[src/hdl/dwc_pkg.sv]
// Shared constants, channel structs and address helpers that every upsizer RTL module imports
package dwc_pkg;

  // Bus widths of the narrow master side and the wide slave side
  localparam int unsigned NarrowDataWidth = 32;
  localparam int unsigned WideDataWidth   = 64;
  localparam int unsigned NarrowStrbWidth = NarrowDataWidth / 8;
  localparam int unsigned WideStrbWidth   = WideDataWidth / 8;
  // log2 of the wide beat size in bytes
  localparam int unsigned WideMaxSize     = 3;
  localparam int unsigned AddrWidth       = 32;
  localparam int unsigned IdWidth         = 4;

  typedef logic [AddrWidth-1:0] addr_t;
  typedef logic [IdWidth-1:0]   id_t;
  typedef logic [7:0]           len_t;
  typedef logic [2:0]           size_t;
  typedef logic [1:0]           burst_t;
  typedef logic [1:0]           resp_t;

  // Burst type encodings
  localparam burst_t BurstFixed = 2'b00;
  localparam burst_t BurstIncr  = 2'b01;
  localparam burst_t BurstWrap  = 2'b10;

  // Response encodings
  localparam resp_t RespOkay   = 2'b00;
  localparam resp_t RespSlverr = 2'b10;

  typedef struct packed {
    id_t        id;
    addr_t      addr;
    len_t       len;
    size_t      size;
    burst_t     burst;
    logic [3:0] cache;
  } aw_chan_t;

  typedef struct packed {
    logic [NarrowDataWidth-1:0] data;
    logic [NarrowStrbWidth-1:0] strb;
    logic                       last;
  } narrow_w_t;

  typedef struct packed {
    logic [WideDataWidth-1:0] data;
    logic [WideStrbWidth-1:0] strb;
    logic                     last;
  } wide_w_t;

  typedef struct packed {
    id_t   id;
    resp_t resp;
  } b_chan_t;

  // How a write burst travels through the converter
  typedef enum logic [1:0] {
    MODE_PASS,
    MODE_UPSIZE,
    MODE_ERROR
  } wr_mode_e;

  // Decoded burst as seen by the W packer and the output port
  typedef struct packed {
    aw_chan_t aw;
    size_t    orig_size;
    len_t     orig_len;
    addr_t    start_addr;
    wr_mode_e mode;
  } wr_cmd_t;

  // Clear the address bits below the given transfer size
  function automatic addr_t aligned_addr(input addr_t addr, input size_t size);
    return (addr >> size) << size;
  endfunction

  // Cache bit 1 marks a burst that may be merged or split
  function automatic logic modifiable(input logic [3:0] cache);
    return cache[1];
  endfunction

endpackage

[src/hdl/mst_write_port.sv]
// Wide output stage; issues AW, routes W to the slave or error sink, and returns B
`timescale 1ns/1ps

module mst_write_port (
  input  logic              clk_i,
  input  logic              rst_ni,
  input  dwc_pkg::wr_cmd_t  cmd_i,
  input  logic              cmd_valid_i,
  output logic              aw_done_o,
  input  dwc_pkg::wide_w_t  wide_w_i,
  input  logic              wide_valid_i,
  output logic              wide_ready_o,
  output dwc_pkg::aw_chan_t mst_aw_o,
  output logic              mst_aw_valid_o,
  input  logic              mst_aw_ready_i,
  output dwc_pkg::wide_w_t  mst_w_o,
  output logic              mst_w_valid_o,
  input  logic              mst_w_ready_i,
  input  dwc_pkg::b_chan_t  mst_b_i,
  input  logic              mst_b_valid_i,
  output logic              mst_b_ready_o,
  output dwc_pkg::b_chan_t  slv_b_o,
  output logic              slv_b_valid_o,
  input  logic              slv_b_ready_i
);

  import dwc_pkg::*;

  aw_chan_t aw_q;
  logic     aw_valid_q;
  logic     aw_done_q;
  logic     err_q;
  id_t      err_id_q;
  logic     b_err_q;
  logic     aw_fire;
  logic     wide_last_fire;

  assign aw_fire        = aw_valid_q && mst_aw_ready_i;
  assign wide_last_fire = wide_valid_i && wide_ready_o && wide_w_i.last;
  assign aw_done_o      = aw_done_q || aw_fire;

  always_ff @(posedge clk_i or negedge rst_ni) begin
    if (!rst_ni) begin
      aw_valid_q <= 1'b0;
      aw_done_q  <= 1'b0;
      err_q      <= 1'b0;
      b_err_q    <= 1'b0;
    end else begin
      if (cmd_valid_i) begin
        if (cmd_i.mode == MODE_ERROR) begin
          // Nothing goes downstream and the sink drains W
          err_q     <= 1'b1;
          aw_done_q <= 1'b1;
        end else begin
          aw_valid_q <= 1'b1;
        end
      end
      if (aw_fire) begin
        aw_valid_q <= 1'b0;
        aw_done_q  <= 1'b1;
      end
      if (wide_last_fire) begin
        aw_done_q <= 1'b0;
        err_q     <= 1'b0;
        b_err_q   <= err_q;
      end
      if (b_err_q && slv_b_ready_i) begin
        b_err_q <= 1'b0;
      end
    end
  end

  always_ff @(posedge clk_i) begin
    if (cmd_valid_i) begin
      aw_q     <= cmd_i.aw;
      err_id_q <= cmd_i.aw.id;
    end
  end

  assign mst_aw_o       = aw_q;
  assign mst_aw_valid_o = aw_valid_q;

  // Error bursts are swallowed here
  assign mst_w_o       = wide_w_i;
  assign mst_w_valid_o = wide_valid_i && !err_q;
  assign wide_ready_o  = err_q ? 1'b1 : mst_w_ready_i;

  // Pending SLVERR takes the B channel ahead of the slave
  assign slv_b_o       = b_err_q ? b_chan_t'{id: err_id_q, resp: RespSlverr} : mst_b_i;
  assign slv_b_valid_o = b_err_q || mst_b_valid_i;
  assign mst_b_ready_o = !b_err_q && slv_b_ready_i;

endmodule

[config.mk]
export PLATFORM = sky130hd
export DESIGN_NAME = mst_write_port
export DESIGN_NICKNAME = d
export VERILOG_FILES = /design/src/hdl/dwc_pkg.sv /design/src/hdl/mst_write_port.sv
export SDC_FILE = /design/constraint.sdc
export NUM_CORES = 1
export LEC_CHECK = 0
export BUFFER_PORTS_ARGS = -buffer_cell sky130_fd_sc_hd__buf_4
export CORE_AREA = 4 4 122 124
export CTS_BUF_LIST = sky130_fd_sc_hd__clkbuf_8
export DETAILED_ROUTE_END_ITERATION = 16
export DIE_AREA = 0 0 126 128
export PLACE_DENSITY = 0.6
export SETUP_SLACK_MARGIN = 0.2
export SLEW_MARGIN = 10
export SYNTH_ARGS = -nofsm -noshare
export SYNTH_HDL_FRONTEND = slang
export SYNTH_SLANG_ARGS = --single-unit
[constraint.sdc]
create_clock -name clk_i -period 1.3 [get_ports clk_i]
set_input_delay 0.26 -clock clk_i [delete_from_list [all_inputs] [get_ports clk_i]]
set_output_delay 0.26 -clock clk_i [all_outputs]
set_load 0.005 [all_outputs]
==> results_dict.tcl <==
set metrics [dict create \
    min_period_ns 1.53 \
    clk_pin_slew_ns 0.06 \
    route.detailed.drc 0 \
    path_class "register to output pin" \
    worst_pin_slew_ns 0.272 \
    core_area_sq_um 13800 \
    routed_wl_microns 6820 \
    fin_util_pct 26.3 \
    ant_nets 0 \
    fin_nets 425 \
    dp_slack_ns 0.0495 \
    ioPinCount 323 \
    power_mw 4.67 \
    via_per_inst 3.42 \
    skew_ns 0.000127 \
    cts_tree "yes" \
    start_util_pct 17.6 \
    yosys_warnings 0 \
    syn-num-nets 340 \
    root_buffer "clkbuf_8" \
    rrSetupSlack_ns 0.32 \
    port_buffers 135 \
    endpoint_kind "output pin" \
    worstSkewPairLatency_ns 0.32 \
    synth_cell_types 17 \
    cap_violations 0 \
    peakVddDrop_mv 0.849 \
    antenna_cells 0 \
    tns_ns -1.28 \
    grt_max_degree 22 \
    synth_area_sq_um 2420 \
    r2r_start "mst_aw_valid_o" \
    dpl.hpwl_microns 5520 \
    gp_routability_congestion 0.738 \
    violations "setup timing" \
    grt_setup_unrepaired "true" \
    avgSynthCellArea_sq_um 15.6 \
    cts_buffer_depth 2 \
    fin_crit_sh_pct 117 \
    grt-ovfl-total 0 \
    cp.arrival_ns 1.27 \
    cp-startpoint "b_err_q" \
    routedWlPerCell_microns 16.1 \
    min_path_type "input pin to register" \
    finalHoldViolations 0 \
    fin_cells 423 \
    p_per_area_nw_per_um2 1290 \
    timing.final.ws_setup_ns -0.226 \
    cp-start-kind "register" \
    status "complete, but fails checks" \
    antenna_found_initial 0 \
    grt_pass1_vias 1673 \
    max_freq_mhz 656 \
    seq_area_frac_synth_pct 69.9 \
    die_w_microns 126 \
    drive_gt1_share_pct 70.0 \
    grt_pass1_wl_microns 9960 \
    slew_violations 0 \
    cp_max_fo 9 \
    cts_inserted_buffers 9 \
    dieArea_sq_um 16100 \
    grt_usage_pct 8.34 \
    slew_headroom_pct 81.9 \
    cts_htree_levels 3 \
    timing.rr.end "mst_aw_valid_o" \
    firstDrtPassIters 4 \
    num_vias 1446 \
    setup_violations 10 \
    drt_iter0_drc 31 \
    rows 43 \
    syn_to_final_growth_pct 49.6 \
    worstSetupEndpoint "slv_b_o[2]" \
    cts.sinks 57 \
    syn_inst 155 \
    placedCellCount 402 \
    leakagePower_nw 1.52 \
    yosys_register_bits 57 \
    critPathRequiredTime_ns 1.04 \
    reg2regPathDepth 4 \
    die_h_microns 128 \
]
==> cell families after synthesis <==
kind of cell	share of synthesized area (%)
buf+inv	23.3
flops	69.9
simple gates	2.89
compound gates	2.07
mux	1.86
==> cell usage in the layout (no fill, tap or decap) <==
master,count
a211oi_2,1
clkinv_2,1
buf_12,1
dlygate4sd3_1,1
or2_4,1
buf_4,87
buf_6,59
clkinv_1,1
inv_1,4
clkbuf_8,9
nor2b_1,3
or2_2,2
edfxtp_1,53
dfrtp_1,3
and4b_1,1
bufinv_16,1
a21oi_1,2
and2b_2,1
o22ai_1,1
nand2b_1,1
mux2_2,4
nand3b_1,1
a21oi_2,1
o211a_1,1
a31oi_1,1
clkinvlp_4,1
dfrtp_2,1
==> synth_stat cells <==
cell	instances	area, sq um
nor2b_1	3	18.8
or2_2	3	18.8
o22ai_1	1	6.26
inv_1	3	11.3
mux2_2	4	45.0
a21oi_1	3	15.0
and2b_2	1	8.76
nand2b_1	1	6.26
edfxtp_1	53	1590
buf_2	1	5.00
buf_4	73	548
a31oi_1	1	6.26
dfrtp_1	4	100
a211oi_2	1	12.5
nand3b_1	1	7.51
o211a_1	1	10.0
and4b_1	1	10.0
==> area by class of cell <==
cell class	count	area, sq um
sequential	57	1690
clock inverter	5	50.0
fill	1458	10200
timing repair buffer	148	1350
multi-input combinational	21	171
inverter	3	11.3
clock buffer	9	124
tap	180	225
==> repair_timing <==
item | 4_1_cts | 5_1_grt
resized for setup | 60 | 2
hold buffers | 1 | 0
buffers inserted | 6 | 0
pin swaps | 1 | 0
setup endpoints to repair | 65 | 65
endpoints found under the hold margin | 4 | 0
==> through the flow <==
step / hold slack [ns] / instance area, sq um
floorplan: -0.0356 / 2420
global placement: 0.0624 / 3160
detailed placement: 0.0613 / 3160
CTS: 0.0791 / 3610
global route: 0.0788 / 3620
finish: 0.102 / 3620
==> critical path, stage by stage, from the launching register on <==
cell     delay [ns]
dfrtp_2        0.44
mux2_2         0.36
buf_4          0.14
==> registers in the layout, summed over array words and instances, names as in the netlist <==
signal          flops
err_q               1
mst_aw_valid_o      1
aw_done_q           1
b_err_q             1
err_id_q            4
mst_aw_o           49
==> layer usage <==
layer	GRT usage [%]	vias up	routed length [microns]
met5	0	-	0
met4	7.82	0	458
met3	5.75	48	1240
met2	12.5	144	3130
met1	7.46	623	1990
li1	-	631	-
==> worst min-delay path by stage <==
stage | end | slack, ns | from | cells after the start
after floorplan | aw_done_q | -0.04 | rst_ni | 0
after global placement | b_err_q | 0.06 | rst_ni | 1
after detailed placement | b_err_q | 0.06 | rst_ni | 1
after CTS | mst_aw_o[21] | 0.08 | cmd_i[66] | 1
after global routing | mst_aw_o[2] | 0.08 | cmd_i[47] | 1
final | mst_aw_o[17] | 0.10 | cmd_i[62] | 1
==> power breakdown <==
part | leakage (nW) | switching [mW] | internal [mW]
clock | 0.0898 | 0.649 | 0.845
combinational | 0.869 | 0.261 | 0.614
sequential | 0.566 | 0.114 | 2.19
total | 1.52 | 1.02 | 3.65
(Power assumes the default switching activity.)
