--- config.mk ---
export PLATFORM = sky130hd
export DESIGN_NAME = aw_decoder
export DESIGN_NICKNAME = d
export VERILOG_FILES = /design/src/hdl/dwc_pkg.sv /design/src/hdl/aw_decoder.sv
export SDC_FILE = /design/constraint.sdc
export NUM_CORES = 1
export LEC_CHECK = 0
export ABC_AREA = 1
export BUFFER_PORTS_ARGS = -buffer_cell sky130_fd_sc_hd__buf_2
export CORE_MARGIN = 3
export CORE_UTILIZATION = 40
export DETAILED_ROUTE_END_ITERATION = 12
export GPL_TIMING_DRIVEN = 0
export HOLD_SLACK_MARGIN = 0.1
export PLACE_DENSITY = 0.69
export REMOVE_ABC_BUFFERS = 1
export SETUP_SLACK_MARGIN = 0.1
export SYNTH_ARGS = -nofsm -noshare
export SYNTH_HDL_FRONTEND = slang
export SYNTH_SLANG_ARGS = --single-unit
--- constraint.sdc ---
create_clock -name clk_i -period 5.17 [get_ports clk_i]
set_clock_uncertainty 0.15 [all_clocks]
set_input_delay 1.034 -clock clk_i [delete_from_list [all_inputs] [get_ports clk_i]]
set_output_delay 1.034 -clock clk_i [all_outputs]
set_load 0.05 [all_outputs]
--- src/hdl/dwc_pkg.sv ---
// Shared constants, channel structs and address helpers that every upsizer RTL module imports
package dwc_pkg;

  // Bus widths of the narrow master side and the wide slave side
  localparam int unsigned NarrowDataWidth = 32;
  localparam int unsigned WideDataWidth   = 64;
  localparam int unsigned NarrowStrbWidth = NarrowDataWidth / 8;
  localparam int unsigned WideStrbWidth   = WideDataWidth / 8;
  // log2 of the wide beat size in bytes
  localparam int unsigned WideMaxSize     = 3;
  localparam int unsigned AddrWidth       = 32;
  localparam int unsigned IdWidth         = 4;

  typedef logic [AddrWidth-1:0] addr_t;
  typedef logic [IdWidth-1:0]   id_t;
  typedef logic [7:0]           len_t;
  typedef logic [2:0]           size_t;
  typedef logic [1:0]           burst_t;
  typedef logic [1:0]           resp_t;

  // Burst type encodings
  localparam burst_t BurstFixed = 2'b00;
  localparam burst_t BurstIncr  = 2'b01;
  localparam burst_t BurstWrap  = 2'b10;

  // Response encodings
  localparam resp_t RespOkay   = 2'b00;
  localparam resp_t RespSlverr = 2'b10;

  typedef struct packed {
    id_t        id;
    addr_t      addr;
    len_t       len;
    size_t      size;
    burst_t     burst;
    logic [3:0] cache;
  } aw_chan_t;

  typedef struct packed {
    logic [NarrowDataWidth-1:0] data;
    logic [NarrowStrbWidth-1:0] strb;
    logic                       last;
  } narrow_w_t;

  typedef struct packed {
    logic [WideDataWidth-1:0] data;
    logic [WideStrbWidth-1:0] strb;
    logic                     last;
  } wide_w_t;

  typedef struct packed {
    id_t   id;
    resp_t resp;
  } b_chan_t;

  // How a write burst travels through the converter
  typedef enum logic [1:0] {
    MODE_PASS,
    MODE_UPSIZE,
    MODE_ERROR
  } wr_mode_e;

  // Decoded burst as seen by the W packer and the output port
  typedef struct packed {
    aw_chan_t aw;
    size_t    orig_size;
    len_t     orig_len;
    addr_t    start_addr;
    wr_mode_e mode;
  } wr_cmd_t;

  // Clear the address bits below the given transfer size
  function automatic addr_t aligned_addr(input addr_t addr, input size_t size);
    return (addr >> size) << size;
  endfunction

  // Cache bit 1 marks a burst that may be merged or split
  function automatic logic modifiable(input logic [3:0] cache);
    return cache[1];
  endfunction

endpackage

--- src/hdl/aw_decoder.sv ---
// Narrow AW acceptance stage; classifies each burst and issues the wide write command
`timescale 1ns/1ps

module aw_decoder (
  input  logic              clk_i,
  input  logic              rst_ni,
  input  dwc_pkg::aw_chan_t slv_aw_i,
  input  logic              slv_aw_valid_i,
  output logic              slv_aw_ready_o,
  output dwc_pkg::wr_cmd_t  cmd_o,
  output logic              cmd_valid_o,
  input  logic              burst_done_i
);

  import dwc_pkg::*;

  // INIT keeps AW ready low for the first cycle out of reset
  typedef enum logic [1:0] {
    DEC_INIT,
    DEC_IDLE,
    DEC_BUSY
  } dec_state_e;

  dec_state_e state_q, state_d;
  wr_cmd_t    cmd_q, cmd_d;
  logic       cmd_valid_q;
  logic       aw_fire;
  logic       multi_beat;
  addr_t      last_beat_addr;
  addr_t      wide_start;
  addr_t      wide_end;
  addr_t      wide_span;

  assign slv_aw_ready_o = (state_q == DEC_IDLE);
  assign aw_fire        = slv_aw_valid_i && slv_aw_ready_o;
  assign multi_beat     = (slv_aw_i.len != '0);

  // Address of the final narrow beat of an INCR burst
  assign last_beat_addr = aligned_addr(slv_aw_i.addr, slv_aw_i.size) +
                          (addr_t'(slv_aw_i.len) << slv_aw_i.size);
  assign wide_start     = aligned_addr(slv_aw_i.addr, size_t'(WideMaxSize));
  assign wide_end       = aligned_addr(last_beat_addr, size_t'(WideMaxSize));
  assign wide_span      = wide_end - wide_start;

  always_comb begin
    cmd_d            = '0;
    cmd_d.aw         = slv_aw_i;
    cmd_d.orig_size  = slv_aw_i.size;
    cmd_d.orig_len   = slv_aw_i.len;
    cmd_d.start_addr = slv_aw_i.addr;
    cmd_d.mode       = MODE_PASS;
    if (slv_aw_i.burst == BurstIncr && modifiable(slv_aw_i.cache) && multi_beat) begin
      cmd_d.mode    = MODE_UPSIZE;
      cmd_d.aw.len  = len_t'(wide_span >> WideMaxSize);
      cmd_d.aw.size = size_t'(WideMaxSize);
    end else if ((slv_aw_i.burst == BurstWrap || slv_aw_i.burst == BurstFixed) &&
                 multi_beat) begin
      // Multi-beat WRAP and FIXED cannot be converted
      cmd_d.mode = MODE_ERROR;
    end
  end

  always_comb begin
    state_d = state_q;
    case (state_q)
      DEC_INIT: state_d = DEC_IDLE;
      DEC_IDLE: if (aw_fire) state_d = DEC_BUSY;
      DEC_BUSY: if (burst_done_i) state_d = DEC_IDLE;
      default:  state_d = DEC_INIT;
    endcase
  end

  always_ff @(posedge clk_i or negedge rst_ni) begin
    if (!rst_ni) begin
      state_q     <= DEC_INIT;
      cmd_valid_q <= 1'b0;
    end else begin
      state_q     <= state_d;
      cmd_valid_q <= aw_fire;
    end
  end

  always_ff @(posedge clk_i) begin
    if (aw_fire) begin
      cmd_q <= cmd_d;
    end
  end

  assign cmd_o       = cmd_q;
  assign cmd_valid_o = cmd_valid_q;

endmodule

==> results of run 1 <==
-- final timing paths --
path,start,endpoint,slack (ns),cells after the start
max reg2reg,state_q[1],cmd_o[0],3.31,5
max in group asynchronous,rst_ni,state_q[1],4.43,1
min reg2reg,state_q[0],state_q[0],0.33,1
max,slv_aw_i[6],cmd_o[60],0.50,25
min in group asynchronous,rst_ni,cmd_valid_o,0.34,1
min,state_q[0],state_q[0],0.33,1
-- routing by layer --
layer,wire length (µm),vias up,global-route usage [%]
li1,-,1717,-
met1,3850,1492,19.1
met2,5250,127,32.1
met3,604,6,3.34
met4,71,0,3.93
met5,0,-,0
-- cells by family (layout without fill, tap and decap cells) --
logic type | after synthesis | after routing
simple gates | 182 | 182
buf+inv | 97 | 222
compound gates | 74 | 74
flops | 69 | 69
fa+ha+maj | 17 | 17
xor+xnor | 5 | 5
mux | 3 | 3
-- sequential cells by signal (all words and copies together), names as in the netlist --
| name | flops |
|---|---|
| cmd_o | 66 |
| state_q | 2 |
| cmd_valid_o | 1 |
-- area by class of cell --
| class | count | area [µm²] | area share, % |
|---|---|---|---|
| Clock inverter | 3 | 38.8 | 0.787 |
| Inverter | 50 | 195 | 3.96 |
| Clock buffer | 11 | 131 | 2.67 |
| Tap cell | 133 | 166 | 3.38 |
| Sequential cell | 69 | 2060 | 41.7 |
| Multi-Input combinational cell | 281 | 1500 | 30.3 |
| Timing Repair Buffer | 158 | 843 | 17.1 |
-- worst max-delay path, cell delays in order --
cell	delay (ns)
buf_8	0.21
inv_4	0.13
o21ai_0	0.22
nand2_1	0.08
o21ai_0	0.07
o21ai_0	0.11
mux2i_1	0.19
nand2_1	0.07
nand3_1	0.09
o21ai_1	0.09
ha_1	0.38
nand2_1	0.14
inv_1	0.07
nand3_1	0.11
a21oi_1	0.15
nor2_1	0.06
xnor2_1	0.20
ha_1	0.32
a21oi_1	0.16
o21ai_0	0.15
nand2_1	0.11
nand2_1	0.05
a21oi_1	0.14
xor2_1	0.16
o21ai_0	0.08
-- what timing repair did --
item | 4_1_cts | 5_1_grt
buffers inserted | 0 | 0
cloned | 0 | 0
resized for setup | 1 | 17
hold endpoints to repair | 0 | 0
endpoints found under the setup margin | 2 | 5
-- power groups by stage --
stage	Combinational (mW)	Sequential [mW]	Clock (mW)
floorplan	0.280	1.31	0
detailed placement	1.04	0.802	0
global route	1.11	0.799	0.420
global placement	0.999	0.817	0
CTS	1.04	0.790	0.396
finish	1.04	0.789	0.383
-- cells in the mapped netlist (all sizes together), types with 3 or more instances --
| library cell | instances | area (µm²) |
|---|---|---|
| dfrtp | 3 | 75.1 |
| xor2 | 3 | 26.3 |
| nand3 | 32 | 170 |
| mux2i | 3 | 30.0 |
| a31oi | 3 | 18.8 |
| or2 | 3 | 18.8 |
| ha | 16 | 200 |
| nand2 | 115 | 442 |
| clkbuf | 7 | 26.3 |
| o22ai | 5 | 31.3 |
| edfxtp | 66 | 1980 |
| o21ai | 46 | 230 |
| a21oi | 14 | 70.1 |
| buf | 40 | 288 |
| nor2 | 24 | 103 |
| nor4 | 3 | 18.8 |
| inv | 50 | 188 |
==> impl_metrics.env, run 1 <==
export IMPL_status="finished clean"
export IMPL_finalHoldViolCount=0
export IMPL_start_util_pct=41.3
export IMPL_fp_dieH_um=106
export IMPL_finalSetupViolCount=0
export IMPL_h_tree_depth=3
export IMPL_detail_route_antenna_nets=0
export IMPL_wire_per_inst_um=13.9
export IMPL_synthAdderAreaFrac_pct=5.46
export IMPL_tightest_slew_ns=0.495
export IMPL_pwr_share_clk_pct=17.3
export IMPL_p_total_mw=2.21
export IMPL_max_freq_mhz=214
export IMPL_ir_drop_v=0.000265
export IMPL_synthMuxAreaShare_pct=0.744
export IMPL_portBuffers=156
export IMPL_seqPwrFrac_pct=35.7
export IMPL_yosys_cell_types_count=37
export IMPL_insertion_delay_ns=0.33
export IMPL_layout_commonest_cell="buf_2"
export IMPL_syn_to_final_growth_pct=22.1
export IMPL_max_slew_margin_pct=66.7
export IMPL_min_period_over_period_pct=90.3
export IMPL_synth_compound_area_share_pct=9.89
export IMPL_mostFrequentLayoutCells="buf_2 (153), nand2_1 (111), edfxtp_1 (66), inv_1 (46)"
export IMPL_place_area_um2=4720
export IMPL_antenna_found_initial=0
export IMPL_cp_start_kind="input port"
export IMPL_syn_area_um2=4030
export IMPL_synth_xor_area_share_pct=1.09
export IMPL_yosys_warnings=0
export IMPL_pre_cts_ws_ns=-0.369
export IMPL_grt_pass1_wl_mm=15.1
export IMPL_numClockSinks=69
export IMPL_viasPerCell=4.74
export IMPL_synth_edff_count=66
export IMPL_synth_area_per_cell_um2=9.02
export IMPL_gr_usage_all_layers_pct=16.8
export IMPL_fin_nets=643
export IMPL_syn_inst=447
export IMPL_dr_pass1_iters=4
export IMPL_setup_slack_ns=0.502
export IMPL_routabilityCongestion=0.896
export IMPL_synth_async_reset_ratio_pct=4.35
export IMPL_end_kind="flop"
export IMPL_totalWireLength_mm=9.77
export IMPL_die_area_um2=11300
export IMPL_rsz0062_at_grt="false"
export IMPL_drive_above_1_share_pct=32.5
export IMPL_stdcell_count=705
export IMPL_core_um2=9770
export IMPL_cts_tree="built"
export IMPL_p_per_area_nw_per_um2=449
export IMPL_clk_pin_slew_ns=0.07
export IMPL_tns_ns=0
export IMPL_yosysSeqAreaShare_pct=51.0
export IMPL_swShare_pct=45.5
export IMPL_cts_hold_buf=0
export IMPL_n_antenna_cell=0
export IMPL_dr_first_iter_drc_count=174
export IMPL_p_leak_nw=2.32
export IMPL_hold_path_class="flop to flop"
export IMPL_ios=157
export IMPL_cts_buffers=9
export IMPL_final_area_um2=4930
export IMPL_cp_max_fo=41
export IMPL_dp_cells=691
export IMPL_via_count=3342
export IMPL_slew_viol_final=0
export IMPL_die_w_um=106
export IMPL_cp_arrival_ns=4.59
export IMPL_power_switching_mw=1.01
export IMPL_n_fill_cell=897
export IMPL_ys_ff_latch=69
export IMPL_grt_pass1_vias=3079
export IMPL_postLayoutCoreUtil_pct=50.4
export IMPL_worstPathRequired_ns=5.09
export IMPL_synth_top_family_by_area="simple AND/OR/NAND/NOR gates"
export IMPL_root_buffer="clkbuf_8"
export IMPL_clock_path_buffers=2
export IMPL_drc=0
export IMPL_synthSimpleGateAreaFrac_pct=19.4
export IMPL_grt_max_degree=42
export IMPL_pwr_share_comb_pct=47.0
export IMPL_worst_hold_slack_ns=0.326
export IMPL_grt_overflow=0
export IMPL_path_class="input port to flop"
export IMPL_rows=36
export IMPL_hpwl_mm=8.03
export IMPL_synth_main_ff_cell="edfxtp_1"
export IMPL_timing_max_cap_violations=0
export IMPL_p_int_mw=1.21
export IMPL_fin_crit_ns=4.67
Note: power is estimated with default switching activity, not from simulation.
==> inputs of run 2 (changes only) <==
--- a/config.mk
+++ b/config.mk
@@ -5,7 +5,6 @@
 export SDC_FILE = /design/constraint.sdc
 export NUM_CORES = 1
 export LEC_CHECK = 0
-export ABC_AREA = 1
 export BUFFER_PORTS_ARGS = -buffer_cell sky130_fd_sc_hd__buf_2
 export CORE_MARGIN = 3
 export CORE_UTILIZATION = 40
==> impl_metrics.env, run 2 <==
export IMPL_status="finished clean"
export IMPL_met1_length_mm=3.49
export IMPL_layout_commonest_cell="buf_2"
export IMPL_synth_most_common_cell="edfxtp_1"
export IMPL_slew_viol_final=0
export IMPL_fin_crit_ns=4.83
export IMPL_path_class="input port to flop"
export IMPL_grt_pass1_wl_mm=12.5
export IMPL_grt_pass1_vias=2594
export IMPL_via_count=2800
export IMPL_syn_to_final_growth_pct=27.0
export IMPL_ys_top_cells_by_count="edfxtp_1 (66), buf_4 (32), nand2_1 (26)"
export IMPL_mostFrequentLayoutCells="buf_2 (152), edfxtp_1 (66), nand2_1 (26), nor2_1 (18), ha_1 (14)"
export IMPL_ios=157
export IMPL_setup_slack_ns=0.339
export IMPL_dr_wl_met2_mm=4.57
export IMPL_totalWireLength_mm=8.74
export IMPL_topRoutingLayerUsed="met4"
export IMPL_timing_max_cap_violations=0
export IMPL_start_util_pct=42.2
export IMPL_cp_arrival_ns=4.76
export IMPL_yosys_warnings=0
export IMPL_routabilityCongestion=0.778
export IMPL_clk_pin_slew_ns=0.08
export IMPL_dr_wl_met3_um=573
export IMPL_p_per_area_nw_per_um2=484
export IMPL_die_area_um2=10700
export IMPL_portBuffers=156
export IMPL_wire_per_inst_um=15.4
export IMPL_numClockSinks=69
export IMPL_synth_async_reset_ratio_pct=4.35
export IMPL_yosysSeqAreaShare_pct=54.3
export IMPL_synth_main_ff_cell="edfxtp_1"
export IMPL_synth_edff_count=66
export IMPL_p_int_mw=1.29
export IMPL_tightest_slew_ns=0.854
export IMPL_cts_tree="built"
export IMPL_rsz0062_at_grt="false"
export IMPL_hold_path_class="input port to asynchronous set/reset pin"
export IMPL_antenna_found_initial=0
export IMPL_hpwl_mm=6.42
export IMPL_ys_ff_latch=69
export IMPL_core_um2=8980
export IMPL_synth_area_per_cell_um2=12.3
export IMPL_finalSetupViolCount=0
export IMPL_pre_cts_ws_ns=-0.560
export IMPL_cp_start_kind="input port"
export IMPL_max_freq_mhz=207
export IMPL_synth_top_area_cell="edfxtp_1"
export IMPL_min_period_over_period_pct=93.4
export IMPL_syn_inst=309
export IMPL_dp_cells=546
export IMPL_cts_hold_buf=0
export IMPL_drc=0
export IMPL_h_tree_depth=3
export IMPL_gr_usage_all_layers_pct=15.3
export IMPL_syn_area_um2=3790
export IMPL_grt_overflow=0
export IMPL_n_fill_cell=781
export IMPL_dr_pass1_iters=6
export IMPL_max_slew_margin_pct=43.0
export IMPL_fin_nets=512
export IMPL_synth_top_area_share_pct=52.3
export IMPL_viasPerCell=4.92
export IMPL_swShare_pct=44.9
export IMPL_drive_above_1_share_pct=45.6
export IMPL_n_antenna_cell=0
export IMPL_die_w_um=103
export IMPL_insertion_delay_ns=0.34
export IMPL_grt_max_degree=69
export IMPL_finalHoldViolCount=0
export IMPL_ir_drop_v=0.000240
export IMPL_end_kind="flop"
export IMPL_cts_buffers=9
export IMPL_cp_max_fo=25
export IMPL_power_switching_mw=1.05
export IMPL_p_leak_nw=2.10
export IMPL_seqPwrFrac_pct=34.3
export IMPL_root_buffer="clkbuf_8"
export IMPL_dr_first_iter_drc_count=129
export IMPL_fp_dieH_um=103
export IMPL_yosys_cell_types_count=49
export IMPL_pwr_share_clk_pct=21.1
export IMPL_pwr_share_comb_pct=44.6
export IMPL_stdcell_count=569
export IMPL_clock_path_buffers=2
export IMPL_largest_reg_flops=66
export IMPL_worstPathRequired_ns=5.10
export IMPL_detail_route_antenna_nets=0
export IMPL_rows=34
export IMPL_ys_top_cells_by_area="edfxtp_1 (52%), buf_4 (6.3%), ha_1 (5.3%)"
run 2: final cells by class:
| cell class | instances | area [µm²] | area share, % |
|---|---|---|---|
| multi-input cells | 180 | 1420 | 29.6 |
| repair buffers | 163 | 893 | 18.6 |
| clock inverters | 6 | 95.1 | 1.98 |
| well taps | 126 | 158 | 3.28 |
| clock buffers | 10 | 128 | 2.65 |
| inverters | 15 | 58.8 | 1.22 |
| flip-flops and latches | 69 | 2060 | 42.7 |
run 2: final timing paths:
kind                             start     endpoint  slack [ns]  depth (start not counted)
setup reg to reg            state_q[1]    cmd_o[35]        3.34                          2
min in group clk_i          state_q[1]   state_q[0]        0.35                          1
max in group asynchronous       rst_ni   state_q[0]        4.45                          1
hold / removal                  rst_ni  cmd_valid_o        0.32                          1
setup / recovery           slv_aw_i[7]    cmd_o[61]        0.34                         20
hold reg to reg             state_q[1]   state_q[0]        0.35                          1
run 2: through the flow:
stage	instance area [µm²]	setup TNS, ns	utilization (%)	hold WS, ns	total power, mW
global route	4810	0	53.6	0.297	2.44
finish	4810	0	53.6	0.316	2.33
floorplan	3490	0	-	0.313	1.60
global placement	4430	-1.42	49.3	0.325	1.83
CTS	4660	0	51.9	0.297	2.33
detailed placement	4430	-1.69	49.3	0.345	1.84
run 2: timing repair:
item	4_1_cts	5_1_grt
endpoints found under the setup margin	3	3
resized for setup	3	20
cloned	0	1
buffers inserted	0	6
pin swaps	0	14
run 2: critical path, stage by stage:
cell     delay [ns]
buf_12         0.15
mux4_2         0.51
mux2_1         0.33
mux2i_1        0.17
nor2_1         0.06
a21oi_1        0.13
o32ai_1        0.11
ha_1           0.36
nand3_2        0.11
a21oi_1        0.06
a221o_1        0.33
o21a_1         0.22
nor2_1         0.10
ha_1           0.27
or2_1          0.25
a21oi_2        0.12
a31oi_1        0.06
xnor2_1        0.19
xnor2_1        0.14
o21ai_1        0.08
run 2: routing by layer:
| layer | vias up | track usage (%) |
|---|---|---|
| li1 | 1361 | - |
| met1 | 1318 | 17.3 |
| met2 | 111 | 28.2 |
| met3 | 10 | 3.89 |
| met4 | 0 | 4.68 |
| met5 | - | 0 |
run 2: cell families after synthesis:
kind of cell,Yosys count,synth area share [%]
muxes,30,11.0
xor gates and xnor gates,8,1.85
adders and majority gates,17,5.81
AOI/OAI and AO/OA,49,7.83
and+or+nand+nor,76,9.81
DFF,69,54.3
buffers and inverters,60,9.45
run 2: power groups by stage:
stage	logic, mW	registers (mW)	clock network [mW]
finish	1.04	0.800	0.491
global route	1.10	0.813	0.525
CTS	1.03	0.801	0.503
detailed placement	1.02	0.813	0
global placement	1.01	0.820	0
floorplan	0.257	1.34	0
